`src/verilog/acq_ctrl_sync.sv`:
```
module acq_ctrl_sync (
    input  logic adc_clk,
    input  logic arst_n,
    input  logic acq_enable,    // async level
    input  logic acq_trig,      // async level
    output logic wr_en,         // enable in adc_clk domain
    output logic trig_pulse     // one cycle per rising trigger
);

    logic [2:0] en_sync;    // enable synchronizer chain
    logic [5:0] trig_sync;  // trigger chain, bit 5 is the delayed copy for edge detect

    //////////////////////////////////////////////////
    // enable synchronizer, three flops
    always_ff @(posedge adc_clk or negedge arst_n) begin
        if (!arst_n) begin
            en_sync <= '0;
        end else begin
            en_sync <= {en_sync[1:0], acq_enable};
        end
    end

    assign wr_en = en_sync[2];

    //////////////////////////////////////////////////
    // trigger synchronizer and rising edge pulse
    always_ff @(posedge adc_clk or negedge arst_n) begin
        if (!arst_n) begin
            trig_sync  <= '0;
            trig_pulse <= 1'b0;
        end else begin
            trig_sync  <= {trig_sync[4:0], acq_trig};
            // edge seen at the fifth flop, dropped while disabled
            trig_pulse <= trig_sync[4] & ~trig_sync[5] & wr_en;
        end
    end

endmodule

```
`config.mk`:
```
export PLATFORM = sky130hd
export DESIGN_NAME = acq_ctrl_sync
export DESIGN_NICKNAME = d
export VERILOG_FILES = /design/src/verilog/acq_ctrl_sync.sv
export SDC_FILE = /design/constraint.sdc
export NUM_CORES = 1
export LEC_CHECK = 0
export BUFFER_PORTS_ARGS = -buffer_cell sky130_fd_sc_hd__buf_4
export CORE_AREA = 8 8 45 47
export CTS_CLUSTER_SIZE = 12
export DETAILED_ROUTE_END_ITERATION = 8
export DIE_AREA = 0 0 53 55
export PLACE_DENSITY = 0.35
export SYNTH_ARGS = -nofsm -noshare
export SYNTH_HDL_FRONTEND = slang
export SYNTH_SLANG_ARGS = --single-unit
```
`constraint.sdc`:
```
create_clock -name adc_clk -period 1.6 [get_ports adc_clk]
set_input_delay 0.08 -clock adc_clk [delete_from_list [all_inputs] [get_ports adc_clk]]
set_output_delay 0.08 -clock adc_clk [all_outputs]
set_load 0.02 [all_outputs]
```
==> impl_metrics.yaml <==
drt:
  wl_per_cell_um: 9.21
  routed_wl_um: 359
  drt_first_iter_violations: 0
  route.detailed.drc: 0
  dr_total_vias: 124
  via_per_inst: 3.18
  dr.pass1.iters: 1
  ant_nets: 0
power:
  leakage_uw: 0.000183
  pwr-share-seq_pct: 52.8
  finalPower_uw: 508
  worst_ir_drop_vdd_mv: 0.417
  p_sw_share_pct: 18.2
  internal_power_uw: 416
  power_frac_comb_pct: 4.5
  clockPowerShare_pct: 42.6
  power_density_nw_per_um2: 1330
  switchingPower_uw: 92.5
run:
  cap_violations: 0
sta:
  finalSetupViolCount: 0
  rsz0062_at_grt: "no"
  drv_slew: 0
  finalCriticalPeriod_ps: 860
  finalCritPeriodShare_pct: 53.7
  fmax_mhz: 1160
  timing_worst_slew_pin_value_ps: 129
  hold_viol_final: 0
  timing.setup.tns_ps: 0
  skew_ps: 3.13
  slew_headroom_pct: 91.4
  setup_slack_ps: 740
critical_path:
  cp_num_buf_inv: 1
  crit_path_end: "wr_en"
  path_class: "reg2out"
  crit_cells: 1
  critPathLaunchType: "register"
  path_cells: "buf_4"
  cp.arrival_ps: 780
  endpoint_kind: "primary output"
  critPathTopFamily: "flip-flops"
  reg2reg_from: "trig_sync[4]$_DFF_PN0_"
  timing.rr.end: "trig_pulse$_DFF_PN0_"
  slowest_stage: "dfrtp_1"
  critPathMaxStageDelay_ps: 370
  cp.required_ps: 1520
  startpoint: "en_sync[2]$_DFF_PN0_"
  reg2reg_depth: 1
  r2r_slack_ps: 950
  worstPathMaxFanout: 2
placed_design:
  placed_cells: 32
  port_buffers: 5
  pre_cts_ws_ps: 946
  place.gp.congestion: 0.630
synthesis:
  syn_area_um2: 259
  syn-instance-count: 11
  avgSynthCellArea_um2: 23.5
  yosys.area_share.adder_pct: 0
  ys_seq_area_share_pct: 96.6
  muxShareOfSynthArea_pct: 0
  yosys_warnings: 0
  synth-simple-area-share_pct: 3.38
  synthesis.nets: 15
  synth-xor-area-share_pct: 0
  synth_top_family_by_area: "simple AND/OR/NAND/NOR gates"
  synth_compound_area_share_pct: 0
  synth_cell_types: 2
  ys_ff_latch: 10
cts:
  cts.sinks: 10
  clockBufferDepth: 2
  post_cts_buffers: 0
  cts-root-buf: "clkbuf_4"
  clk_pin_slew_worst_paths_ps: 60
  numCtsBuffers: 3
  cts_tree: "built"
  clock_latency_ps: 260
  h-tree-depth: 1
outcome:
  status: "complete, no violations"
global_route:
  grt_pass1_vias: 141
  grt_max_degree: 11
  grt_usage_pct: 3.42
  grt_first_pass_wirelength_um: 614
  antenna_found_initial: 0
  gr-total-overflow: 0
floorplanning:
  num_rows: 14
  fp.dieH_um: 55
  die_w_um: 53
  die_area_um2: 2920
  start_util_pct: 18.7
  core_um2: 1380
  io_pins: 6
min_path:
  hold_path_class: "in2async"
cells_and_area:
  multi_input_area_um2: 8.76
  fin_nets: 28
  final_common_cell: "dfrtp_1"
  syn2layout_area_growth_pct: 47.8
  regArea_um2: 250
  layout-drive-gt1-share_pct: 39.1
  n_fill_cell: 137
  fin_cells: 39
  n_antenna_cell: 0
  final_cell_mix: "dfrtp_1, buf_4, clkbuf_4, dlygate4sd3_1"
  fin_util_pct: 27.7
[flip-flops by register name (all words and copies together), names as in the netlist]
register    cells
en_sync         3
trig_pulse      1
trig_sync       6
[final cells by class]
type	count	share of cell area, %
Timing Repair Buffer	8	17.6
Clock buffer	4	9.48
Sequential cell	10	65.4
Multi-Input combinational cell	1	2.29
Tap cell	16	5.23
[timing repair]
item | CTS | global route
hold endpoints to repair | 12 | 0
hold buffers | 3 | 0
resized for setup | 0 | 0
[cell usage after synthesis]
master   instances  area share, %
and3b_1          1            3.4
dfrtp_1         10             97
[per-stage QoR]
step | cell area, um^2 | hold WS [ps]
after CTS | 383 | 173
final | 383 | 179
after floorplan | 259 | -216
after global routing | 383 | 194
after global placement | 317 | -90.5
after detailed placement | 317 | -86.7
[per-layer routing]
metal	up-vias	track usage, %	wire, um
met5	-	0	0
met4	0	5.17	0
met3	0	2.41	53
met2	6	3.13	136
met1	61	3.90	169
li1	57	-	-
[cells by family after synthesis]
kind of cell,Yosys count
DFF,10
and+or+nand+nor,1
[power by group through the flow]
stage / sequential, uW / clock (uW) / combinational [uW]
final: 269 / 217 / 23.0
after floorplan: 275 / 0 / 0.884
after global placement: 273 / 0 / 17.6
after CTS: 269 / 229 / 23.6
after detailed placement: 273 / 0 / 18.0
after global routing: 270 / 245 / 25.1
[worst min path at each step]
stage	from	end	slack [ps]	cells after the start
final	arst_n	trig_pulse$_DFF_PN0_	180	2
after global routing	arst_n	trig_pulse$_DFF_PN0_	190	2
after CTS	arst_n	trig_pulse$_DFF_PN0_	170	2
after detailed placement	arst_n	trig_pulse$_DFF_PN0_	-90	1
after global placement	arst_n	trig_pulse$_DFF_PN0_	-90	1
after floorplan	arst_n	en_sync[0]$_DFF_PN0_	-220	0
Power figures use the tool's default switching activity.
