$ cat src/verilog/acq_pkg.sv
package acq_pkg;

    //////////////////////////////////////////////////
    // sample data

    // two adc samples with their over-range bits, second sample on top
    typedef struct packed {
        logic        ovr1;      // second over-range
        logic [11:0] sample1;   // second adc sample
        logic        ovr0;      // first over-range
        logic [11:0] sample0;   // first adc sample
    } sample_pair_t;

    // static configuration, only changed while idle
    typedef struct packed {
        logic [11:0] channel_tag;       // channel info for the header
        logic [13:0] num_bursts;        // data words per waveform
        logic [23:0] initial_fill_num;  // loaded on fill_num_wr
    } acq_cfg_t;

    //////////////////////////////////////////////////
    // output words

    // what a 128-bit output word carries
    typedef enum logic [3:0] {
        tag_wfm_hdr = 4'h1,     // waveform header
        tag_data    = 4'h2      // eight packed samples
    } word_tag_e;

    typedef struct packed {
        word_tag_e    tag;
        logic [127:0] payload;
    } out_word_t;

    // waveform header payload layout
    typedef struct packed {
        logic [49:0] rsvd;          // always zero
        logic [15:0] trig_addr;     // buffer address of the trigger point
        logic [13:0] num_bursts;    // data words that follow
        logic [11:0] wfm_num;       // waveform number within the fill
        logic [23:0] fill_num;      // current fill
        logic [11:0] channel_tag;   // from cfg
    } wfm_hdr_t;

    //////////////////////////////////////////////////
    // readout fsm

    typedef enum logic [2:0] {
        st_idle,    // wait for a queued trigger
        st_pop,     // latch trigger, set start address
        st_hdr,     // send waveform header
        st_load,    // four pair reads
        st_emit,    // one data word out
        st_done     // waveform finished
    } rd_state_e;

endpackage

$ cat src/verilog/readout_sm.sv
module readout_sm #(
    parameter int CBUF_AW = 16
) (
    input  logic                 adc_clk,
    input  logic                 arst_n,
    input  logic                 wr_en,         // acquisition enabled
    input  logic [CBUF_AW-1:0]   trig_addr,     // fifo head
    input  logic                 empty,         // no trigger queued
    input  acq_pkg::acq_cfg_t    cfg,
    input  logic                 fill_num_wr,   // load initial fill number
    input  logic [CBUF_AW-1:0]   pre_trig,      // pairs before the trigger point
    output logic                 pop,
    output logic [CBUF_AW-1:0]   rd_addr,
    output logic                 shift,         // rd_data valid for the pair chain
    output logic                 sel_hdr,
    output logic                 sel_data,
    output logic [15:0]          latched_trig,  // zero-extended trigger address
    output logic [11:0]          wfm_num,
    output logic [23:0]          fill_num,
    output logic                 acq_done,
    output logic                 sm_idle
);

    acq_pkg::rd_state_e state;
    acq_pkg::rd_state_e state_nxt;

    logic [13:0] burst_cnt;     // data words still to send
    logic [1:0]  load_cnt;      // pair reads within one word
    logic        enabled_q;     // wr_en one cycle late, covers a trigger still in flight
    logic        fill_active;   // acquisition seen since last fill end
    logic        fill_end;

    // fill finishes once disabled, drained and idle
    assign fill_end = (state == acq_pkg::st_idle) && empty && !wr_en && !enabled_q
                      && fill_active;

    assign pop     = (state == acq_pkg::st_pop);
    assign sel_hdr = (state == acq_pkg::st_hdr);
    assign sm_idle = (state == acq_pkg::st_idle);

    //////////////////////////////////////////////////
    // next state
    always_comb begin
        state_nxt = state;
        case (state)
            acq_pkg::st_idle: begin
                if (!empty) state_nxt = acq_pkg::st_pop;
            end
            acq_pkg::st_pop: begin
                state_nxt = acq_pkg::st_hdr;
            end
            acq_pkg::st_hdr: begin
                // header only when no data words are asked for
                if (cfg.num_bursts == '0) state_nxt = acq_pkg::st_done;
                else                      state_nxt = acq_pkg::st_load;
            end
            acq_pkg::st_load: begin
                if (load_cnt == 2'd3) state_nxt = acq_pkg::st_emit;
            end
            acq_pkg::st_emit: begin
                if (burst_cnt == 14'd1) state_nxt = acq_pkg::st_done;
                else                    state_nxt = acq_pkg::st_load;
            end
            acq_pkg::st_done: begin
                state_nxt = acq_pkg::st_idle;
            end
            default: begin
                state_nxt = acq_pkg::st_idle;
            end
        endcase
    end

    //////////////////////////////////////////////////
    // state, counters and strobes
    always_ff @(posedge adc_clk or negedge arst_n) begin
        if (!arst_n) begin
            state       <= acq_pkg::st_idle;
            burst_cnt   <= '0;
            load_cnt    <= '0;
            rd_addr     <= '0;
            wfm_num     <= '0;
            fill_num    <= '0;
            enabled_q   <= 1'b0;
            fill_active <= 1'b0;
            acq_done    <= 1'b0;
            shift       <= 1'b0;
            sel_data    <= 1'b0;
        end else begin
            state     <= state_nxt;
            enabled_q <= wr_en;
            acq_done  <= fill_end;      // fill_num steps on the same edge

            // read data trails the address by one cycle
            shift    <= (state == acq_pkg::st_load);
            // word goes out after the fourth pair is in the chain
            sel_data <= (state == acq_pkg::st_emit);

            // load counter, wraps after the fourth read
            if (state == acq_pkg::st_load) load_cnt <= load_cnt + 1'b1;
            else                           load_cnt <= '0;

            if (state == acq_pkg::st_pop) begin
                rd_addr   <= trig_addr - pre_trig;  // modulo buffer depth
                burst_cnt <= cfg.num_bursts;
            end else if (state == acq_pkg::st_load) begin
                rd_addr   <= rd_addr + 1'b1;
            end else if (state == acq_pkg::st_emit) begin
                burst_cnt <= burst_cnt - 1'b1;
            end

            // waveform counter
            if (fill_end)                         wfm_num <= '0;
            else if (state == acq_pkg::st_done)   wfm_num <= wfm_num + 1'b1;

            // fill counter
            if (fill_num_wr)   fill_num <= cfg.initial_fill_num;
            else if (fill_end) fill_num <= fill_num + 1'b1;

            if (fill_end)   fill_active <= 1'b0;
            else if (wr_en) fill_active <= 1'b1;
        end
    end

    // trigger point of the waveform in progress, for the header
    always_ff @(posedge adc_clk) begin
        if (state == acq_pkg::st_pop) begin
            latched_trig <= 16'(trig_addr);
        end
    end

endmodule

$ cat config.mk
export PLATFORM = sky130hd
export DESIGN_NAME = readout_sm
export DESIGN_NICKNAME = d
export VERILOG_FILES = /design/src/verilog/acq_pkg.sv /design/src/verilog/readout_sm.sv
export SDC_FILE = /design/constraint.sdc
export NUM_CORES = 1
export LEC_CHECK = 0
export BUFFER_PORTS_ARGS = -buffer_cell sky130_fd_sc_hd__buf_2
export CORE_UTILIZATION = 56
export CTS_CLUSTER_DIAMETER = 80
export DETAILED_ROUTE_END_ITERATION = 8
export PLACE_DENSITY_LB_ADDON = 0.08
export SKIP_LAST_GASP = 1
export SLEW_MARGIN = 15
export SYNTH_ARGS = -nofsm -noshare
export SYNTH_HDL_FRONTEND = slang
export SYNTH_SLANG_ARGS = --single-unit
$ cat constraint.sdc
create_clock -name adc_clk -period 3.7 [get_ports adc_clk]
set_input_delay 0.925 -clock adc_clk [delete_from_list [all_inputs] [get_ports adc_clk]]
set_output_delay 0.925 -clock adc_clk [all_outputs]
set_load 0.02 [all_outputs]
==> flow_metrics.tcl <==
set metrics [dict create \
    status "complete, no violations" \
    period_minus_slack_ps 2704 \
    finalNonFillerCells 851 \
    maxCapViolCount 0 \
    synth-seq-cells 92 \
    grt_pass1_vias 4373 \
    powerDensity_nw_per_um2 326.3 \
    clockRootBuffer "clkbuf_8" \
    synthesis.nets 685 \
    final_cell_mix "buf_2 (147), dfrtp_1 (76), nand2_1 (75)" \
    drive_above_1_share_pct 25.90 \
    synthDistinctLibCells 61 \
    cts_made_buffers 9 \
    syn_area_um2 5340 \
    seq_area_um2 2382 \
    synth_edf_count 16 \
    clk_latency_ps 370 \
    worst_pin_slew_ps 968.2 \
    start_kind "input port" \
    gp_congestion 0.8648 \
    worst_ir_drop_vdd_v 0.0001691 \
    drc_errors 0 \
    grt_max_degree 77 \
    yosysTopAreaCell "dfrtp_1" \
    yosys_most_used_dff "dfrtp_1" \
    grt_pass1_wl_um 19840 \
    multi_input_area_um2 2753 \
    total_power_w 0.002081 \
    crit_fanout 21 \
    die_area_um2 9930 \
    fin_util_pct 69.02 \
    maxSlewViolCount 0 \
    slew_headroom_pct 35.45 \
    wl_per_cell_um 14.12 \
    clock_sinks 92 \
    reg2reg_slack_ps 1020 \
    antenna_cells 0 \
    setup-tns-final_ps 0 \
    critPathRequiredTime_ps 3930 \
    die_h_um 99.65 \
    synth_area_per_cell_um2 9.271 \
    overflow 0 \
    cp-end-kind "flip-flop" \
    async_reset_ff_share_pct 82.61 \
    die_w_um 99.65 \
    ys_seq_area_share_pct 44.61 \
    dpl.cell_count 835 \
    dr.pass1.iters 4 \
    power.leakage_nw 2.803 \
    post_cts_buffers 0 \
    viasPerCell 5.454 \
    finalNetCount 826 \
    vias 4641 \
    port_buffers 148 \
    cts_tree "done" \
    fillCellCount 760 \
    cts_buffer_depth 2 \
    layout_commonest_cell "buf_2" \
    fmax_mhz 369.9 \
    hold_class "flip-flop to flip-flop" \
    yosysTopAreaCellShare_pct 35.61 \
    finalSetupViolCount 0 \
    syn2layout_area_growth_pct 19.42 \
    post_cts_resized 0 \
    rows 35 \
    routed_wl_um 12010 \
    hold_viol 0 \
    io-pin-count 161 \
    start_util_pct 57.79 \
    grt_antenna_before_repair 0 \
    initialDrtViolationCount 213 \
    grt.total_usage_pct 24.96 \
    crit_type "input port to flip-flop" \
    synth_cells 576 \
    clk_pin_slew_ps 110 \
    final_antenna_net_count 0 \
    ys_top_cells_by_area "dfrtp_1 (36%), edfxtp_1 (9.0%), xnor2_1 (6.2%)" \
    arrival_ps 2930 \
    htreeDepth 3 \
    dpl.hpwl_um 8665 \
    rsz0062_at_grt "no" \
    ys_warn_count 0 \
    finClkSkew_ps 14.34 \
    ctsHoldBuffers 0 \
    min_period_over_period_pct 73.07 \
    coreArea_um2 9240 \
]
==> power breakdown <==
part | leakage, nW | total [W] | switching, W | internal [W]
clock | 0.100 | 0.000671 | 0.000407 | 0.000263
combinational | 1.70 | 0.000320 | 0.000185 | 0.000134
sequential | 1.00 | 0.00109 | 0.0000335 | 0.00106
total | 2.80 | 0.00208 | 0.000626 | 0.00145
==> critical path, stage by stage <==
cell     delay [ps]
buf_2            80
or4b_4          480
nor4b_4         250
buf_4           290
nand4_2         310
nor4_2          360
xnor2_1         150
o21ai_1          80
==> synthesized netlist by cell type (2+ instances only) <==
master and number:
or3_1 5, clkbuf_1 21, and3_1 12, inv_1 28, o21ai_1 11, a21oi_1 27
xnor2_1 38, nor2_1 37, nor3_1 14, o211ai_1 2, nand4_1 6, nor3_2 4
nand3_1 20, and4_1 3, o21ai_0 56, o22ai_1 4, o2bb2ai_1 2, a211oi_1 3
a22oi_1 3, a41oi_1 2, a21o_1 2, and2_1 3, nor4_2 4, ha_1 21
mux2i_1 10, nor2b_1 7, a221oi_1 2, nand2b_1 7, xor2_1 15, edfxtp_1 16
clkinv_1 2, nand2_1 75, dfrtp_1 76, mux2_2 3, nor4_1 7, o21a_1 3
==> worst paths after layout <==
check | start | to | cells past startpoint
worst max-delay path | empty | fill_num[12] | 8
min in group asynchronous | arst_n | wfm_num[10] | 1
worst max register to register | state[0] | fill_num[12] | 7
worst min register to register | load_cnt[0] | load_cnt[0] | 1
worst min-delay path | load_cnt[0] | load_cnt[0] | 1
max in group asynchronous | arst_n | fill_num[19] | 1
==> per-stage QoR <==
step / instance area [um^2] / worst slack (ps) / hold slack [ps]
3_3_place_gp: 6190 / 627.6 / 421.1
3_5_place_dp: 6190 / 577.9 / 434.1
2_1_floorplan: 5340 / 778.1 / 409.9
5_1_grt: 6377 / 830.4 / 475.6
6_report: 6377 / 996.3 / 447.6
4_1_cts: 6377 / 984.5 / 448.4
==> layout make-up <==
| class | count | share of cell area, % |
|---|---|---|
| Sequential cell | 92 | 37.36 |
| Timing Repair Buffer | 153 | 12.24 |
| Tap cell | 129 | 2.531 |
| Clock buffer | 9 | 1.942 |
| Inverter | 30 | 1.766 |
| Multi-Input combinational cell | 431 | 43.16 |
| Clock inverter | 7 | 1.001 |
==> flip-flops by register name, indices dropped and copies added, names as in the netlist, 2 cells and up <==
name          cells
wfm_num          12
rd_addr          16
burst_cnt        14
load_cnt          2
latched_trig     16
state             3
fill_num         24
==> kinds of logic (layout without fill, tap and decap cells) <==
group | Yosys count | in the layout | synth area share (%)
AO/OA/AOI/OAI | 129 | 129 | 14.08
adder cells (fa/ha/maj) | 22 | 22 | 5.295
XOR/XNOR | 53 | 53 | 8.693
AND/OR/NAND/NOR | 214 | 214 | 20.92
buffers and inverters | 53 | 199 | 3.889
multiplexers | 13 | 13 | 2.507
flip-flops | 92 | 92 | 44.61
==> routing by layer <==
metal,GRT usage [%],wire (um),up-vias
met3,5.130,729,15
met2,41.72,5720,138
li1,-,-,2313
met1,32.65,5397,2175
met4,7.919,164,0
met5,0,0,-
Note: power is estimated with default switching activity, not from simulation.
