**config.mk**
```make
export PLATFORM = sky130hd
export DESIGN_NAME = trig_addr_fifo
export DESIGN_NICKNAME = d
export VERILOG_FILES = /design/src/verilog/trig_addr_fifo.sv
export SDC_FILE = /design/constraint.sdc
export NUM_CORES = 1
export LEC_CHECK = 0
export ABC_AREA = 1
export BUFFER_PORTS_ARGS = -buffer_cell sky130_fd_sc_hd__buf_4
export CAP_MARGIN = 20
export CORE_UTILIZATION = 50
export DETAILED_ROUTE_END_ITERATION = 10
export PLACE_DENSITY = 0.66
export SLEW_MARGIN = 20
export SYNTH_ARGS = -nofsm -noshare
export SYNTH_HDL_FRONTEND = slang
export SYNTH_SLANG_ARGS = --single-unit
```
**constraint.sdc**
```tcl
create_clock -name adc_clk -period 2.72 [get_ports adc_clk]
set_clock_uncertainty 0.15 [all_clocks]
set_input_delay 0.136 -clock adc_clk [delete_from_list [all_inputs] [get_ports adc_clk]]
set_output_delay 0.136 -clock adc_clk [all_outputs]
set_load 0.02 [all_outputs]
```
**src/verilog/trig_addr_fifo.sv**
```systemverilog
module trig_addr_fifo #(
    parameter int CBUF_AW = 16,     // width of a stored address
    parameter int FIFO_AW = 4       // depth is 2**FIFO_AW
) (
    input  logic               adc_clk,
    input  logic               arst_n,
    input  logic               push,    // trigger pulse
    input  logic [CBUF_AW-1:0] din,     // write address at the trigger
    input  logic               pop,
    output logic [CBUF_AW-1:0] dout,    // head entry, valid while !empty
    output logic               empty
);

    localparam int DEPTH = 2**FIFO_AW;

    logic [CBUF_AW-1:0] mem [DEPTH];    // queued trigger addresses
    logic [FIFO_AW-1:0] wr_ptr;
    logic [FIFO_AW-1:0] rd_ptr;
    logic [FIFO_AW:0]   count;          // entries held
    logic               full;
    logic               do_push;
    logic               do_pop;

    assign full    = (count == (FIFO_AW+1)'(DEPTH));
    assign empty   = (count == '0);
    assign do_push = push & ~full;      // push into full fifo is lost
    assign do_pop  = pop & ~empty;

    // fall-through head
    assign dout = mem[rd_ptr];

    always_ff @(posedge adc_clk) begin
        if (do_push) begin
            mem[wr_ptr] <= din;
        end
    end

    //////////////////////////////////////////////////
    // pointers and fill count
    always_ff @(posedge adc_clk or negedge arst_n) begin
        if (!arst_n) begin
            wr_ptr <= '0;
            rd_ptr <= '0;
            count  <= '0;
        end else begin
            if (do_push) wr_ptr <= wr_ptr + 1'b1;
            if (do_pop)  rd_ptr <= rd_ptr + 1'b1;
            case ({do_push, do_pop})
                2'b10:   count <= count + 1'b1;
                2'b01:   count <= count - 1'b1;
                default: count <= count;    // none, or both at once
            endcase
        end
    end

endmodule

```
==> flow_metrics.env, run 1 <==
export IMPL_wl_um=27100
export IMPL_cts_tree="built"
export IMPL_cts_buffers=28
export IMPL_clock_sinks=269
export IMPL_dieHeight_um=154
export IMPL_vias=7722
export IMPL_place_inst=1432
export IMPL_gp_congestion=0.792
export IMPL_arrival_ns=2.32
export IMPL_syn_instance_count=1119
export IMPL_fmax_mhz=383
export IMPL_grt_overflow_total=0
export IMPL_ys_types=22
export IMPL_rsz0062_at_grt="yes"
export IMPL_die_w_um=154
export IMPL_hold_viol_final=0
export IMPL_initial_core_util_pct=51.0
export IMPL_ys_ff_latch=269
export IMPL_layout_commonest_cell="nand2_1"
export IMPL_cp_max_fo=46
export IMPL_firstDrtPassIters=5
export IMPL_outcome="complete, no violations"
export IMPL_ios=37
export IMPL_drive_gt1_share_pct=11.2
export IMPL_setup_viol=0
export IMPL_final_cells=1504
export IMPL_grt_pass1_vias=7310
export IMPL_drc=0
export IMPL_power_density_nw_per_um2=1050
export IMPL_ant_nets=0
export IMPL_maxCapViolCount=0
export IMPL_crit_required_ns=2.43
export IMPL_track_usage_pct=23.3
export IMPL_fillCellCount=1840
export IMPL_whs_ns=0.318
export IMPL_viasPerCell=5.13
export IMPL_syn_to_final_growth_pct=16.1
export IMPL_wl_per_cell_um=18.0
export IMPL_cp_start_kind="register"
export IMPL_clkTransAtPathRegs_ns=0.06
export IMPL_worstPathCellList="inv_6 -> buf_16 -> nand2_1 -> nand3_1 -> nand2_1 -> nor2_1 -> nand2_1 -> nand2_1 -> buf_4"
export IMPL_final_max_slew_viol_count=0
export IMPL_cp_top_family="buffers and inverters"
export IMPL_synth_warnings=0
export IMPL_avgSynthCellArea_sq_um=10.4
export IMPL_synth_nets=1149
export IMPL_place_hpwl_um=16100
export IMPL_period_share_pct=95.9
export IMPL_holdCritPathClass="in -> reg"
export IMPL_grt_pass1_wl_um=41500
export IMPL_core_area_sq_um=22700
export IMPL_root_buffer="clkbuf_16"
export IMPL_power_leakage_nw=5.66
export IMPL_yosysSeqAreaShare_pct=69.1
export IMPL_drtIter0Drc=619
export IMPL_num_rows=55
export IMPL_worstSetupStartpoint="rd_ptr[0]$_DFFE_PN0P_"
export IMPL_timing_final_crit_period_ns=2.61
export IMPL_post_route_util_pct=59.3
export IMPL_cp_end_kind="primary output"
export IMPL_path_buf_inv=3
export IMPL_slew_headroom_pct=56.7
export IMPL_insertion_delay_ns=0.54
export IMPL_slowest_delay_ns=0.55
export IMPL_clk_path_buf_depth=3
export IMPL_final_nets=1228
export IMPL_cts_htree_levels=1
export IMPL_netlist_area_sq_um=11600
export IMPL_r2r_start="count[1]$_DFFE_PN0P_"
export IMPL_path_class="reg -> out"
export IMPL_tightest_slew_ns=0.648
export IMPL_dieArea_sq_um=23800
export IMPL_min_delay_start="din[3]"
export IMPL_peakVddDrop_mv=0.580
export IMPL_diodes=0
export IMPL_post_cts_buffers=0
export IMPL_io_buffers=36
export IMPL_slowest_stage="dfrtp_4"
export IMPL_grt_max_degree=95
export IMPL_layout_common_cells="nand2_1 (440), edfxtp_1 (256), inv_1 (115)"
export IMPL_fin_tns_setup_ns=0
export IMPL_antenna_found_initial=0
export IMPL_crit_path_frequent_cell="nand2_1"
[metal layers]
| metal | part of all wire [%] | routed length [um] | GRT usage, % | up-vias |
|---|---|---|---|---|
| li1 | - | - | - | 3767 |
| met1 | 42 | 11500 | 32.2 | 3643 |
| met2 | 47 | 12800 | 37.9 | 256 |
| met3 | 7.3 | 1990 | 3.25 | 56 |
| met4 | 3.1 | 846 | 8.72 | 0 |
| met5 | 0 | 0 | 0 | - |
[sequential cells by signal, summed over array words and instances (netlist names)]
register,count
mem,256
wr_ptr,4
count,5
rd_ptr,4
[Yosys cell counts]
| master | count | share of area [%] |
|---|---|---|
| buf_1 | 4 | 0.13 |
| buf_2 | 24 | 1.0 |
| buf_4 | 13 | 0.84 |
| buf_6 | 3 | 0.29 |
| clkbuf_1 | 3 | 0.097 |
| dfrtp_1 | 13 | 2.8 |
| edfxtp_1 | 256 | 66 |
| fa_1 | 1 | 0.17 |
| ha_1 | 9 | 0.97 |
| inv_1 | 115 | 3.7 |
| inv_2 | 2 | 0.065 |
| inv_4 | 1 | 0.054 |
| nand2_1 | 440 | 14 |
| nand2_2 | 1 | 0.054 |
| nand3_1 | 101 | 4.4 |
| nand4_1 | 3 | 0.16 |
| nor2_1 | 116 | 3.8 |
| nor2_4 | 1 | 0.097 |
| o21ai_0 | 5 | 0.22 |
| or2_2 | 1 | 0.054 |
| xnor2_1 | 3 | 0.23 |
| xor2_1 | 4 | 0.30 |
[worst paths after layout]
path	end	slack (ns)	depth (start not counted)
worst max-delay path	dout[4]	0.11	9
worst min-delay path	mem[3][3]$_DFFE_PP_	0.32	2
worst max register to register	count[4]$_DFFE_PN0P_	0.36	11
worst min register to register	count[0]$_DFFE_PN0P_	0.38	1
max in group asynchronous	rd_ptr[0]$_DFFE_PN0P_	1.40	3
min in group asynchronous	wr_ptr[3]$_DFFE_PN0P_	0.55	3
[repair_timing]
item | CTS | global route
hold endpoints to repair | 277 | 0
hold buffers | 20 | 0
endpoints found under the setup margin | 0 | 16
gates resized for setup | 0 | 5
[through the flow]
stage,instance area [sq um],total power [mW],setup WS [ns]
after detailed placement,12400,10.5,0.386
after CTS,13400,14.0,0.0473
final,13500,14.1,0.111
after global routing,13500,14.9,0.00589
after global placement,12400,10.4,0.437
after floorplan,11600,8.63,0.582
[final cells by class]
cell class | count | area, sq um | area share [%]
Clock inverter | 9 | 45.0 | 0.335
Multi-Input combinational cell | 685 | 2890 | 21.5
Sequential cell | 269 | 8020 | 59.6
Tap cell | 285 | 357 | 2.65
Inverter | 118 | 450 | 3.35
Clock buffer | 42 | 815 | 6.05
Timing Repair Buffer | 96 | 878 | 6.53
[cells by family (layout without fill, tap and decap cells)]
logic type / Yosys count / after routing / synth area share (%)
compound gates: 5 / 5 / 0.216
xor+xnor: 7 / 7 / 0.529
fa+ha+maj: 10 / 10 / 1.14
buf+inv: 165 / 265 / 6.24
flops: 269 / 269 / 69.1
simple gates: 663 / 663 / 22.7
[power breakdown]
group	internal [mW]	total [mW]	switching (mW)
combinational	1.72	5.32	3.60
clock	2.05	3.57	1.51
sequential	4.99	5.17	0.179
total	8.77	14.1	5.30
Power figures use the tool's default switching activity.
==> inputs of run 2 (changes only) <==
- CORE_UTILIZATION: 50 -> 35
- PLACE_DENSITY: 0.66 -> default
==> flow_metrics.env, run 2 (synthesized netlist as in run 1, its figures left out) <==
export IMPL_outcome="complete, no violations"
export IMPL_largest_reg_flops=256
export IMPL_clkTransAtPathRegs_ns=0.06
export IMPL_final_cells=1661
export IMPL_dieHeight_um=184
export IMPL_peakVddDrop_mv=0.461
export IMPL_regArea_sq_um=8020
export IMPL_cp_max_fo=32
export IMPL_fmax_mhz=385
export IMPL_root_buffer="clkbuf_16"
export IMPL_cp_end_kind="primary output"
export IMPL_ios=37
export IMPL_final_nets=1227
export IMPL_ant_nets=0
export IMPL_top_regs="mem x256, count x5"
export IMPL_clock_sinks=269
export IMPL_viasPerCell=4.64
export IMPL_place_hpwl_um=16800
export IMPL_power_frac_comb_pct=38.3
export IMPL_syn_to_final_growth_pct=17.7
export IMPL_path_class="reg -> out"
export IMPL_power_density_nw_per_um2=1040
export IMPL_largest_register="mem"
export IMPL_slew_headroom_pct=57.4
export IMPL_power_leakage_nw=5.66
export IMPL_core_area_sq_um=32500
export IMPL_netSwitchingPower_mw=5.42
export IMPL_whs_ns=0.312
export IMPL_gp_congestion=0.745
export IMPL_cts_htree_levels=1
export IMPL_vias=7709
export IMPL_wl_per_cell_um=17.0
export IMPL_insertion_delay_ns=0.54
export IMPL_layout_common_cells="nand2_1 (440), edfxtp_1 (256), inv_1 (115)"
export IMPL_p_int_mw=8.78
export IMPL_cts_buffers=28
export IMPL_drtIter0Drc=675
export IMPL_drive_gt1_share_pct=11.4
export IMPL_track_usage_pct=17.0
export IMPL_timing_final_crit_period_ns=2.60
export IMPL_fin_tns_setup_ns=0
export IMPL_arrival_ns=2.31
export IMPL_grt_overflow_total=0
export IMPL_io_buffers=36
export IMPL_setup_viol=0
export IMPL_dieArea_sq_um=33800
export IMPL_grt_pass1_vias=7300
export IMPL_wl_um=28300
export IMPL_seq_power_share_pct=36.4
export IMPL_antenna_found_initial=0
export IMPL_maxCapViolCount=0
export IMPL_drc=0
export IMPL_cp_start_kind="register"
export IMPL_clk_path_buf_depth=3
export IMPL_place_inst=1588
export IMPL_p_sw_share_pct=38.2
export IMPL_holdCritPathClass="in -> reg"
export IMPL_tightest_slew_ns=0.637
export IMPL_rsz0062_at_grt="no"
export IMPL_diodes=0
export IMPL_crit_required_ns=2.43
export IMPL_hold_viol_final=0
export IMPL_firstDrtPassIters=5
export IMPL_p_clk_share_pct=25.4
export IMPL_grt_pass1_wl_um=42800
export IMPL_power_mw=14.2
export IMPL_grt_max_degree=61
export IMPL_layout_commonest_cell="nand2_1"
export IMPL_fillCellCount=3163
export IMPL_die_w_um=184
export IMPL_multi_input_area_sq_um=2890
export IMPL_num_rows=66
export IMPL_cts_tree="built"
export IMPL_final_max_slew_viol_count=0
export IMPL_period_share_pct=95.5
export IMPL_post_route_util_pct=41.9
export IMPL_initial_core_util_pct=35.6
[run 2: changes by cell type in the layout (fill, tap and decap cells not counted), sizes merged]
| cell | before | now |
|---|---|---|
| bufinv | 0 | 1 |
| buf | 75 | 74 |
| clkinv | 8 | 13 |
| clkbuf | 43 | 37 |
| clkinvlp | 1 | 2 |
[run 2: area by class of cell]
class	count	share of cell area, %
multi-input cells	685	21.2
flip-flops and latches	269	58.8
clock inverters	16	0.771
inverters	118	3.28
well taps	442	4.06
repair buffers	95	6.38
clock buffers	36	5.51
[run 2: per-stage QoR]
step | worst slack (ns) | cell area [sq um]
after floorplan | 0.582 | 11600
after global placement | 0.425 | 12500
after detailed placement | 0.395 | 12500
after CTS | 0.0767 | 13600
after global routing | 0.00740 | 13600
final | 0.123 | 13600
[run 2: path summary, 6_finish.rpt]
check,cells past startpoint,startpoint,endpoint,slack [ns]
worst max-delay path,8,rd_ptr[1]$_DFFE_PN0P_,dout[6],0.12
worst min-delay path,2,din[2],mem[3][2]$_DFFE_PP_,0.31
worst max register to register,15,count[0]$_DFFE_PN0P_,count[4]$_DFFE_PN0P_,0.36
worst min register to register,1,count[0]$_DFFE_PN0P_,count[0]$_DFFE_PN0P_,0.37
max in group asynchronous,3,arst_n,rd_ptr[0]$_DFFE_PN0P_,1.42
min in group asynchronous,3,arst_n,wr_ptr[1]$_DFFE_PN0P_,0.52
[run 2: routing by layer]
layer  GRT usage [%]  part of all wire [%]  wire, um
met1            24.0                    46     13000
met5               0                     0         0
met3            1.82                   4.4      1260
met2            27.4                    47     13300
met4            5.33                   2.5       697
[run 2: power groups by stage]
stage | logic (mW) | registers, mW | clock network, mW
finish | 5.43 | 5.16 | 3.61
global route | 6.02 | 5.20 | 3.82
CTS | 5.41 | 5.16 | 3.67
detailed placement | 5.36 | 5.25 | 0
global placement | 5.32 | 5.23 | 0
floorplan | 3.44 | 5.20 | 0
[run 2: worst max-delay path, cell delays in order (launching register included)]
cell	delay [ns]
dfrtp_1	0.42
buf_4	0.21
inv_1	0.06
buf_4	0.39
nand3_1	0.14
nand3_1	0.10
nand2_1	0.08
nand2_1	0.18
buf_4	0.18
[run 2: repair_timing]
| action | in CTS | in global routing |
|---|---|---|
| gates resized for setup | 0 | 6 |
| setup endpoints to repair | 0 | 9 |
| hold buffers | 20 | 0 |
| buffers inserted | 0 | 0 |
| hold endpoints to repair | 277 | 0 |
