## src/verilog/acq_pkg.sv

```systemverilog
package acq_pkg;

    //////////////////////////////////////////////////
    // sample data

    // two adc samples with their over-range bits, second sample on top
    typedef struct packed {
        logic        ovr1;      // second over-range
        logic [11:0] sample1;   // second adc sample
        logic        ovr0;      // first over-range
        logic [11:0] sample0;   // first adc sample
    } sample_pair_t;

    // static configuration, only changed while idle
    typedef struct packed {
        logic [11:0] channel_tag;       // channel info for the header
        logic [13:0] num_bursts;        // data words per waveform
        logic [23:0] initial_fill_num;  // loaded on fill_num_wr
    } acq_cfg_t;

    //////////////////////////////////////////////////
    // output words

    // what a 128-bit output word carries
    typedef enum logic [3:0] {
        tag_wfm_hdr = 4'h1,     // waveform header
        tag_data    = 4'h2      // eight packed samples
    } word_tag_e;

    typedef struct packed {
        word_tag_e    tag;
        logic [127:0] payload;
    } out_word_t;

    // waveform header payload layout
    typedef struct packed {
        logic [49:0] rsvd;          // always zero
        logic [15:0] trig_addr;     // buffer address of the trigger point
        logic [13:0] num_bursts;    // data words that follow
        logic [11:0] wfm_num;       // waveform number within the fill
        logic [23:0] fill_num;      // current fill
        logic [11:0] channel_tag;   // from cfg
    } wfm_hdr_t;

    //////////////////////////////////////////////////
    // readout fsm

    typedef enum logic [2:0] {
        st_idle,    // wait for a queued trigger
        st_pop,     // latch trigger, set start address
        st_hdr,     // send waveform header
        st_load,    // four pair reads
        st_emit,    // one data word out
        st_done     // waveform finished
    } rd_state_e;

endpackage

```

## src/verilog/word_pack.sv

```systemverilog
module word_pack (
    input  logic                  adc_clk,
    input  logic                  arst_n,
    input  acq_pkg::sample_pair_t rd_data,      // pair from the buffer
    input  logic                  shift,        // take rd_data into the chain
    input  logic                  sel_hdr,      // register a header word
    input  logic                  sel_data,     // register a data word
    input  acq_pkg::acq_cfg_t     cfg,
    input  logic [23:0]           fill_num,
    input  logic [11:0]           wfm_num,
    input  logic [15:0]           latched_trig,
    output acq_pkg::out_word_t    out_word,
    output logic                  out_valid     // push strobe, no ready
);

    acq_pkg::sample_pair_t pair_q [4];  // [0] holds the oldest pair
    acq_pkg::wfm_hdr_t     hdr;
    logic [127:0]          data_lanes;

    //////////////////////////////////////////////////
    // pair shift chain, new pair enters at the top
    always_ff @(posedge adc_clk) begin
        if (shift) begin
            pair_q[3] <= rd_data;
            pair_q[2] <= pair_q[3];
            pair_q[1] <= pair_q[2];
            pair_q[0] <= pair_q[1];
        end
    end

    // each pair zero-extended into a 32-bit lane, oldest lowest
    assign data_lanes = {6'b0, pair_q[3],
                         6'b0, pair_q[2],
                         6'b0, pair_q[1],
                         6'b0, pair_q[0]};

    //////////////////////////////////////////////////
    // header fields
    always_comb begin
        hdr             = '0;           // reserved bits stay zero
        hdr.trig_addr   = latched_trig;
        hdr.num_bursts  = cfg.num_bursts;
        hdr.wfm_num     = wfm_num;
        hdr.fill_num    = fill_num;
        hdr.channel_tag = cfg.channel_tag;
    end

    //////////////////////////////////////////////////
    // output register with tag
    always_ff @(posedge adc_clk) begin
        if (sel_hdr) begin
            out_word.tag     <= acq_pkg::tag_wfm_hdr;
            out_word.payload <= hdr;
        end else if (sel_data) begin
            out_word.tag     <= acq_pkg::tag_data;
            out_word.payload <= data_lanes;
        end
    end

    always_ff @(posedge adc_clk or negedge arst_n) begin
        if (!arst_n) begin
            out_valid <= 1'b0;
        end else begin
            out_valid <= sel_hdr | sel_data;    // strobes never overlap
        end
    end

endmodule

```

## config.mk

```make
export PLATFORM = sky130hd
export DESIGN_NAME = word_pack
export DESIGN_NICKNAME = d
export VERILOG_FILES = /design/src/verilog/acq_pkg.sv /design/src/verilog/word_pack.sv
export SDC_FILE = /design/constraint.sdc
export NUM_CORES = 1
export LEC_CHECK = 0
export ABC_AREA = 1
export ABC_CLOCK_PERIOD_IN_PS = 1000
export BUFFER_PORTS_ARGS = -buffer_cell sky130_fd_sc_hd__buf_2
export CORE_UTILIZATION = 35
export DETAILED_ROUTE_END_ITERATION = 6
export GPL_ROUTABILITY_DRIVEN = 0
export SYNTH_ARGS = -nofsm -noshare
export SYNTH_HDL_FRONTEND = slang
export SYNTH_SLANG_ARGS = --single-unit
```

## constraint.sdc

```tcl
create_clock -name adc_clk -period 1 [get_ports adc_clk]
set_input_delay 0.2 -clock adc_clk [delete_from_list [all_inputs] [get_ports adc_clk]]
set_output_delay 0.2 -clock adc_clk [all_outputs]
set_load 0.01 [all_outputs]
```

==> reports/results.tsv, run 1 <==
metric	value	unit
status	complete, but fails checks	
failing checks	negative setup slack	
I/O pins	266	
share of layout cells above drive strength 1	31.6	%
Crit Path Max Fanout	1	
Top delay family on crit path	flip-flops	
R2R cell count	2	
reg-to-reg critical path endpoint	out_word[71]	
Final setup viols	119	
Total GRT Usage	15.7	%
Synth Register Bits	223	
Core Region	22800	um2
Top FF cell, synth	edfxtp_1	
Sink Count	223	
crit path launch type	register	
CP Buf/Inv Count	1	
WP data required	800	ps
post-layout min period	1240	ps
Worst Path Class, Setup	register to output pin	
first-pass GRT wire length	29100	um
WL per Instance	14.0	um
crit path DAT	1040	ps
DPL Wire Length	12300	um
Netlist cell types	12	
pin count of the biggest net entering global routing	53	
P per Cell Area	1850	nW/um2
R2R setup slack	130	ps
worst r2r src	pair_q[2][7]	
Hold Path Stages	3	
DRT Pass-1 Iters	4	
syn avg cell area	11.9	um2
peak supply drop	1.07	mV
register area share after synthesis	77.0	%
Area growth, synth to finish	47.1	%
CTS Buf Count	24	
die area	24000	um2
DP Area	9840	um2
Final Max Slew Viols	0	
Layout Skew	11.7	ps
H-tree depth	1	
cell area after synthesis	8170	um2
most common cell in the netlist	nand2_1	
hold_ws	7.80	ps
Syn Inst Count	686	
DRC Markers	0	
port buffer count	227	
RSZ-0062 raised after global routing	yes	
Critical-path top delay cell	edfxtp_1	
post-synth top area cell	edfxtp_1	
site row count	55	
CP peak stage delay	370	ps
Hold Path Class	input port to register	
EDFF count, synth	182	
Worst Hold Launch	latched_trig[10]	
Final ANT Viol Nets	0	
CTS tree	yes	
die boundary width	155	um
fin area	12000	um2
Max Fclk	805	MHz
vias in the first global route	5615	
MaxCap Viol Count	0	
GRT overflow	0	
initial DRC count	274	
period utilization	124	%
layout net count	1175	
CTS clk-pin slew, worst paths	60	ps
Leak	5.53	nW
critical path cell sequence	buf_2	
Setup crit end kind	output pin	
Initial Util	35.9	%
Root Driver	clkbuf_16	
ys async rst share	0.448	%
Detailed Route WL	19300	um
most common library cells after synthesis	nand2_1 (289), edfxtp_1 (182), nor2_1 (78), inv_1 (51), dfxtp_1 (40)	
Pwr Total	22.3	mW
CTS max path bufs	3	
warnings from Yosys	0	
vias per std cell	4.17	
antenna violations before repair	1	
routed vias	5727	
post-route setup slack	-242	ps
top cell type's share of synthesized area	66.9	%
Die H	155	um
post-layout util	52.8	%
final hold vios	0	
Worst-Skew Late Latency	510	ps
Synth area leaders	edfxtp_1 (67%), nand2_1 (13%), dfxtp_1 (9.8%)	
Hold EP	out_word[72]	
==> timing repair <==
item,in CTS,in global routing
hold buffers,105,0
pin swaps,0,0
endpoints found under the hold margin,104,0
setup endpoints to repair,119,119
setup buffers,0,2
gates resized for setup,84,3
gates cloned,0,0
==> where the power goes <==
part,switching [mW],internal (mW)
clock network,3.48,5.27
logic,1.16,1.17
registers,0.313,10.9
total,4.95,17.3
==> flip-flops by register name (all words and copies together), names as in the netlist <==
signal	count
out_word	118
pair_q	104
out_valid	1
==> cells in the final DEF (no fill, tap or decap), drive strengths merged <==
master / count
edfxtp: 182
clkinvlp: 2
clkinv: 5
inv: 53
nand2: 289
nor2: 78
dfxtp: 40
dfrtp: 1
bufinv: 1
conb: 14
buf: 255
clkbuf: 34
diode: 1
dlygate4sd3: 105
==> layout make-up <==
class                      instances  area, um2
antenna                            1       2.50
inverter                          52        205
tap                              313        392
clock inverter                     9       76.3
sequential                       223       6340
multi-input combinational        381       1450
timing repair buffer             360       2840
clock buffer                      34        721
fill                            1906      10800
==> metal layers <==
| layer | vias up | track usage (%) | wire length, um |
|---|---|---|---|
| li1 | 2885 | - | - |
| met1 | 2604 | 19.5 | 8260 |
| met2 | 187 | 26.5 | 9290 |
| met3 | 51 | 2.86 | 982 |
| met4 | 0 | 7.45 | 730 |
| met5 | - | 0 | 0 |
==> metrics by stage <==
step / TNS [ps] / setup slack (ps) / cells
2_1_floorplan: -12660 / -162 / 699
3_3_place_gp: -9530 / -99.8 / 1222
3_5_place_dp: -8790 / -95.2 / 1222
4_1_cts: -25330 / -274 / 1370
5_1_grt: -27280 / -288 / 1373
6_report: -22460 / -242 / 1373
==> kinds of logic (layout without fill, tap and decap cells) <==
kind of cell | after synthesis | after routing | share of synthesized area, %
simple gates | 367 | 367 | 16.9
flops | 223 | 223 | 77.0
buf+inv | 95 | 455 | 6.12
other cells | 1 | 15 | 0.0459
==> worst max path at each step <==
stage,start,endpoint,slack [ps],cells after the start
floorplan,sel_hdr,out_word[0],-160,4
global placement,sel_hdr,out_word[24],-100,4
detailed placement,sel_hdr,out_word[24],-100,4
CTS,out_word[20],out_word[20],-270,1
global route,out_word[20],out_word[20],-290,1
finish,out_word[57],out_word[57],-240,1
No activity file was read; power rests on OpenSTA's default activity.
==> inputs of run 2 (changes only) <==
--- a/config.mk
+++ b/config.mk
@@ -6,11 +6,13 @@
 export NUM_CORES = 1
 export LEC_CHECK = 0
 export ABC_AREA = 1
-export ABC_CLOCK_PERIOD_IN_PS = 1000
+export ABC_CLOCK_PERIOD_IN_PS = 1500
 export BUFFER_PORTS_ARGS = -buffer_cell sky130_fd_sc_hd__buf_2
 export CORE_UTILIZATION = 35
+export CTS_CLUSTER_SIZE = 14
 export DETAILED_ROUTE_END_ITERATION = 6
 export GPL_ROUTABILITY_DRIVEN = 0
+export SETUP_SLACK_MARGIN = 0.1
 export SYNTH_ARGS = -nofsm -noshare
 export SYNTH_HDL_FRONTEND = slang
 export SYNTH_SLANG_ARGS = --single-unit
==> constraint.sdc (replaced) <==
create_clock -name adc_clk -period 1.5 [get_ports adc_clk]
set_input_delay 0.3 -clock adc_clk [delete_from_list [all_inputs] [get_ports adc_clk]]
set_output_delay 0.3 -clock adc_clk [all_outputs]
set_load 0.01 [all_outputs]
==> reports/results.tsv, run 2 (synthesis results as in run 1) <==
metric	value	unit
MaxCap Viol Count	0	
status	finished, final reports clean	
GRT overflow	0	
Initial Util	35.9	%
period utilization	89.9	%
Clock power frac	41.0	%
initial DRC count	282	
vias per std cell	4.08	
Gate power share	8.3	%
Top delay family on crit path	flip-flops	
Final ANT Viol Nets	0	
Placed Cells	1210	
site row count	55	
Worst Path Class, Setup	register to output pin	
Final setup viols	0	
CP peak stage delay	380	ps
CTS clk-pin slew, worst paths	60	ps
WL per Instance	13.7	um
Post CTS Setup Buffer Count	0	
crit path DAT	1050	ps
P_sw	3.26	mW
setup TNS	0	ps
share of layout cells above drive strength 1	29.1	%
Sw Share	22.3	%
I/O pins	266	
Die H	155	um
DP Area	9660	um2
CP Buf/Inv Count	1	
DPL Wire Length	12000	um
peak supply drop	0.799	mV
die area	24000	um2
H-tree depth	1	
RSZ-0062 raised after global routing	no	
vias in the first global route	5069	
Critical-path top delay cell	edfxtp_1	
first-pass GRT wire length	27200	um
antenna violations before repair	4	
layout net count	1084	
Detailed Route WL	17600	um
CTS Buf Count	25	
routed vias	5244	
Internal	11.4	mW
Root Driver	clkbuf_16	
CTS max path bufs	3	
Sink Count	223	
final non-filler cell total	1286	
max reg flops	118	
Area growth, synth to finish	31.5	%
pin count of the biggest net entering global routing	56	
Core Region	22800	um2
Crit Path Max Fanout	1	
Total GRT Usage	14.5	%
port buffer count	227	
post-layout min period	1350	ps
WP data required	1200	ps
biggest regs	out_word: 118 flops, pair_q: 104 flops, out_valid: 1 flops	
DRC Markers	0	
hold_ws	46.3	ps
Leak	5.05	nW
crit path launch type	register	
most common cell after layout, fill and taps aside	nand2_1	
die boundary width	155	um
most frequent cells in the layout	nand2_1 (288), buf_2 (226), edfxtp_1 (182), nor2_1 (78), inv_1 (51)	
Layout Skew	9.16	ps
critical path cell sequence	buf_2	
Max Fclk	741	MHz
Reg with most FFs	out_word	
CTS tree	yes	
sequential power share	50.6	%
final hold vios	0	
P per Cell Area	1360	nW/um2
Hold Path Class	input port to register	
fin area	10800	um2
Worst-Skew Late Latency	510	ps
DRT Pass-1 Iters	5	
Setup crit end kind	output pin	
Final Max Slew Viols	0	
==> run 2: changes by cell type in the layout (fill, tap and decap cells not counted), sizes merged <==
cell         change
clkbuf           -2
bufinv           +2
clkinv           +3
buf             -14
dlygate4sd3     -78
diode            +2
==> run 2: stage by stage <==
step                      total power [mW]  util [%]  setup slack [ps]
after floorplan                       8.11         -               111
after global placement                8.71      42.4               250
after detailed placement              8.73      42.4               267
after CTS                             14.8      47.2               126
after global routing                  15.2      47.2               105
final                                 14.6      47.2               151
==> run 2: final cells by class <==
class	count	area [um2]
diodes	3	7.51
repair buffers	268	1600
clock buffers	32	662
well taps	313	392
inverters	52	198
fillers	2091	12000
clock inverters	14	153
flip-flops and latches	223	6290
multi-input cells	381	1450
==> run 2: repair_timing <==
action	in CTS	in global routing
resized for setup	0	0
hold buffers	27	0
hold endpoints to repair	27	0
==> run 2: path summary, 6_finish.rpt <==
path	from	slack [ps]	cells past startpoint	to
worst max-delay path	out_word[50]	150	1	out_word[50]
worst min-delay path	latched_trig[0]	50	3	out_word[62]
worst max register to register	pair_q[2][6]	660	2	out_word[70]
worst min register to register	pair_q[3][8]	440	0	pair_q[2][8]
max in group asynchronous	arst_n	1320	2	out_valid
min in group asynchronous	arst_n	100	2	out_valid
==> run 2: power by group through the flow <==
stage          Combinational, mW  Clock, mW  Sequential, mW
6_report                    1.22       6.01            7.41
5_1_grt                     1.36       6.40            7.47
4_1_cts                     1.24       6.18            7.42
3_5_place_dp                1.18          0            7.55
3_3_place_gp                1.17          0            7.54
2_1_floorplan              0.462          0            7.65
==> run 2: per-layer routing <==
layer | routed length, um | vias to the layer above | track usage, %
met5 | 14 | - | 0
li1 | - | 2696 | -
met3 | 921 | 35 | 2.91
met1 | 7880 | 2365 | 19.6
met4 | 528 | 2 | 5.37
met2 | 8240 | 146 | 23.2
==> run 2: worst min-delay path: cells and delay by family <==
family,cells,cell delay [ps]
buffers and inverters,2,110
and+or+nand+nor,1,40
==> inputs of run 3 (changes only) <==
--- a/config.mk
+++ b/config.mk
@@ -8,10 +8,15 @@
 export ABC_AREA = 1
 export ABC_CLOCK_PERIOD_IN_PS = 1500
 export BUFFER_PORTS_ARGS = -buffer_cell sky130_fd_sc_hd__buf_2
+export CELL_PAD_IN_SITES_DETAIL_PLACEMENT = 0
+export CELL_PAD_IN_SITES_GLOBAL_PLACEMENT = 1
+export CORE_ASPECT_RATIO = 2
 export CORE_UTILIZATION = 35
 export CTS_CLUSTER_SIZE = 14
 export DETAILED_ROUTE_END_ITERATION = 6
 export GPL_ROUTABILITY_DRIVEN = 0
+export PLACE_DENSITY_LB_ADDON = 0.1
+export RECOVER_POWER = 25
 export SETUP_SLACK_MARGIN = 0.1
 export SYNTH_ARGS = -nofsm -noshare
 export SYNTH_HDL_FRONTEND = slang
==> reports/results.tsv, run 3 (synthesis results as in run 1) <==
metric	value	unit
crit path DAT	1040	ps
routed vias	5288	
biggest regs	out_word: 118 flops, pair_q: 104 flops, out_valid: 1 flops	
port buffer count	227	
crit path launch type	register	
CTS clk-pin slew, worst paths	60	ps
Leak	4.98	nW
global routing usage on met3	2.48	%
Post CTS Setup Buffer Count	0	
most common cell after layout, fill and taps aside	nand2_1	
period utilization	89.5	%
Final ANT Viol Nets	0	
WL per Instance	14.1	um
pre-CTS setup slack	197	ps
Resized Gates After CTS	0	
CTS tree	yes	
peak supply drop	0.764	mV
Core Region	22800	um2
H-tree depth	1	
post-layout util	46.2	%
Final setup viols	0	
Worst-Skew Late Latency	490	ps
initial DRC count	170	
most frequent cells in the layout	nand2_1 (289), buf_2 (226), edfxtp_1 (182), nor2_1 (78), inv_1 (51)	
Sink Count	223	
Initial Util	35.8	%
DP Area	9640	um2
RSZ-0062 raised after global routing	no	
post-route setup slack	158	ps
status	finished, final reports clean	
Detailed Route WL	17500	um
Critical-path top delay cell	edfxtp_1	
Worst Path Class, Setup	register to output pin	
site row count	78	
P per Cell Area	1300	nW/um2
met2 usage	26.5	%
share of layout cells above drive strength 1	28.5	%
Die H	218	um
vias per std cell	4.25	
die boundary width	110	um
met1 Use GR	16.8	%
post-layout min period	1340	ps
Max transition margin	32.3	%
WP data required	1200	ps
Pwr Total	13.7	mW
Setup crit end kind	output pin	
antenna violations before repair	2	
GRT overflow	0	
DRC Markers	0	
Reg with most FFs	out_word	
fin area	10500	um2
Area growth, synth to finish	29.0	%
final hold vios	0	
pin count of the biggest net entering global routing	80	
Crit Path Max Fanout	1	
max reg flops	118	
Top Usage Layer GRT	met2	
first-pass GRT wire length	27000	um
Final Max Slew Viols	0	
Layout Skew	11.4	ps
CP Buf/Inv Count	1	
DPL Wire Length	12200	um
CP peak stage delay	390	ps
Root Driver	clkbuf_16	
fillcell total	2210	
MaxCap Viol Count	0	
vias in the first global route	5364	
Total GRT Usage	14.6	%
setup TNS	0	ps
Worst Tran Pin Value	1020	ps
critical path cell sequence	buf_2	
DRT Pass-1 Iters	4	
CTS max path bufs	3	
Top delay family on crit path	flip-flops	
Max Fclk	745	MHz
die area	24000	um2
CTS Buf Count	21	
Hold Path Class	input port to register	
layout net count	1082	
I/O pins	266	
[run 3: cell count changes in the layout (fill, tap and decap cells not counted), sizes merged]
| cell | previous run | this run |
|---|---|---|
| buf | 241 | 239 |
| bufinv | 3 | 0 |
| clkbuf | 32 | 38 |
| clkinv | 8 | 3 |
| clkinvlp | 2 | 0 |
| diode | 3 | 1 |
| inv | 53 | 52 |
[run 3: timing repair]
item / 4_1_cts / 5_1_grt
setup endpoints to repair: 0 / 0
hold buffers: 27 / 0
endpoints found under the hold margin: 27 / 0
[run 3: metal layers]
metal | share of wire, % | wire length, um
met5 | 0.074 | 13
met4 | 2.3 | 406
met3 | 6.1 | 1070
met2 | 52 | 9070
met1 | 40 | 6980
[run 3: area by class of cell]
type | instances | area, um2 | share of cell area, %
Multi-Input combinational cell | 381 | 1430 | 13.6
Clock buffer | 34 | 644 | 6.11
Clock inverter | 3 | 18.8 | 0.178
Sequential cell | 223 | 6290 | 59.7
Timing Repair Buffer | 270 | 1610 | 15.3
Antenna cell | 1 | 2.50 | 0.0237
Inverter | 52 | 198 | 1.88
Tap cell | 280 | 350 | 3.32
[run 3: path summary, 6_finish.rpt]
kind,from,end,slack [ps],depth (start not counted)
max reg2reg,pair_q[2][8],out_word[72],670,2
min reg2reg,pair_q[2][13],pair_q[1][13],440,0
min,cfg[35],out_word[59],70,3
max,out_word[13],out_word[13],160,1
max in group asynchronous,arst_n,out_valid,1320,2
min in group asynchronous,arst_n,out_valid,100,2
[run 3: report_power, final]
group          switching [mW]  total (mW)  leakage [nW]  internal [mW]
Sequential              0.180        7.41          2.17           7.23
Combinational           0.701        1.21          2.48          0.506
Clock                    2.18        5.11         0.328           2.93
[run 3: per-stage QoR]
step                hold WS [ps]  std cells
finish                      67.1       1244
global route                60.8       1244
CTS                         44.5       1243
detailed placement          75.8       1179
global placement            74.4       1179
floorplan                   4.41        699
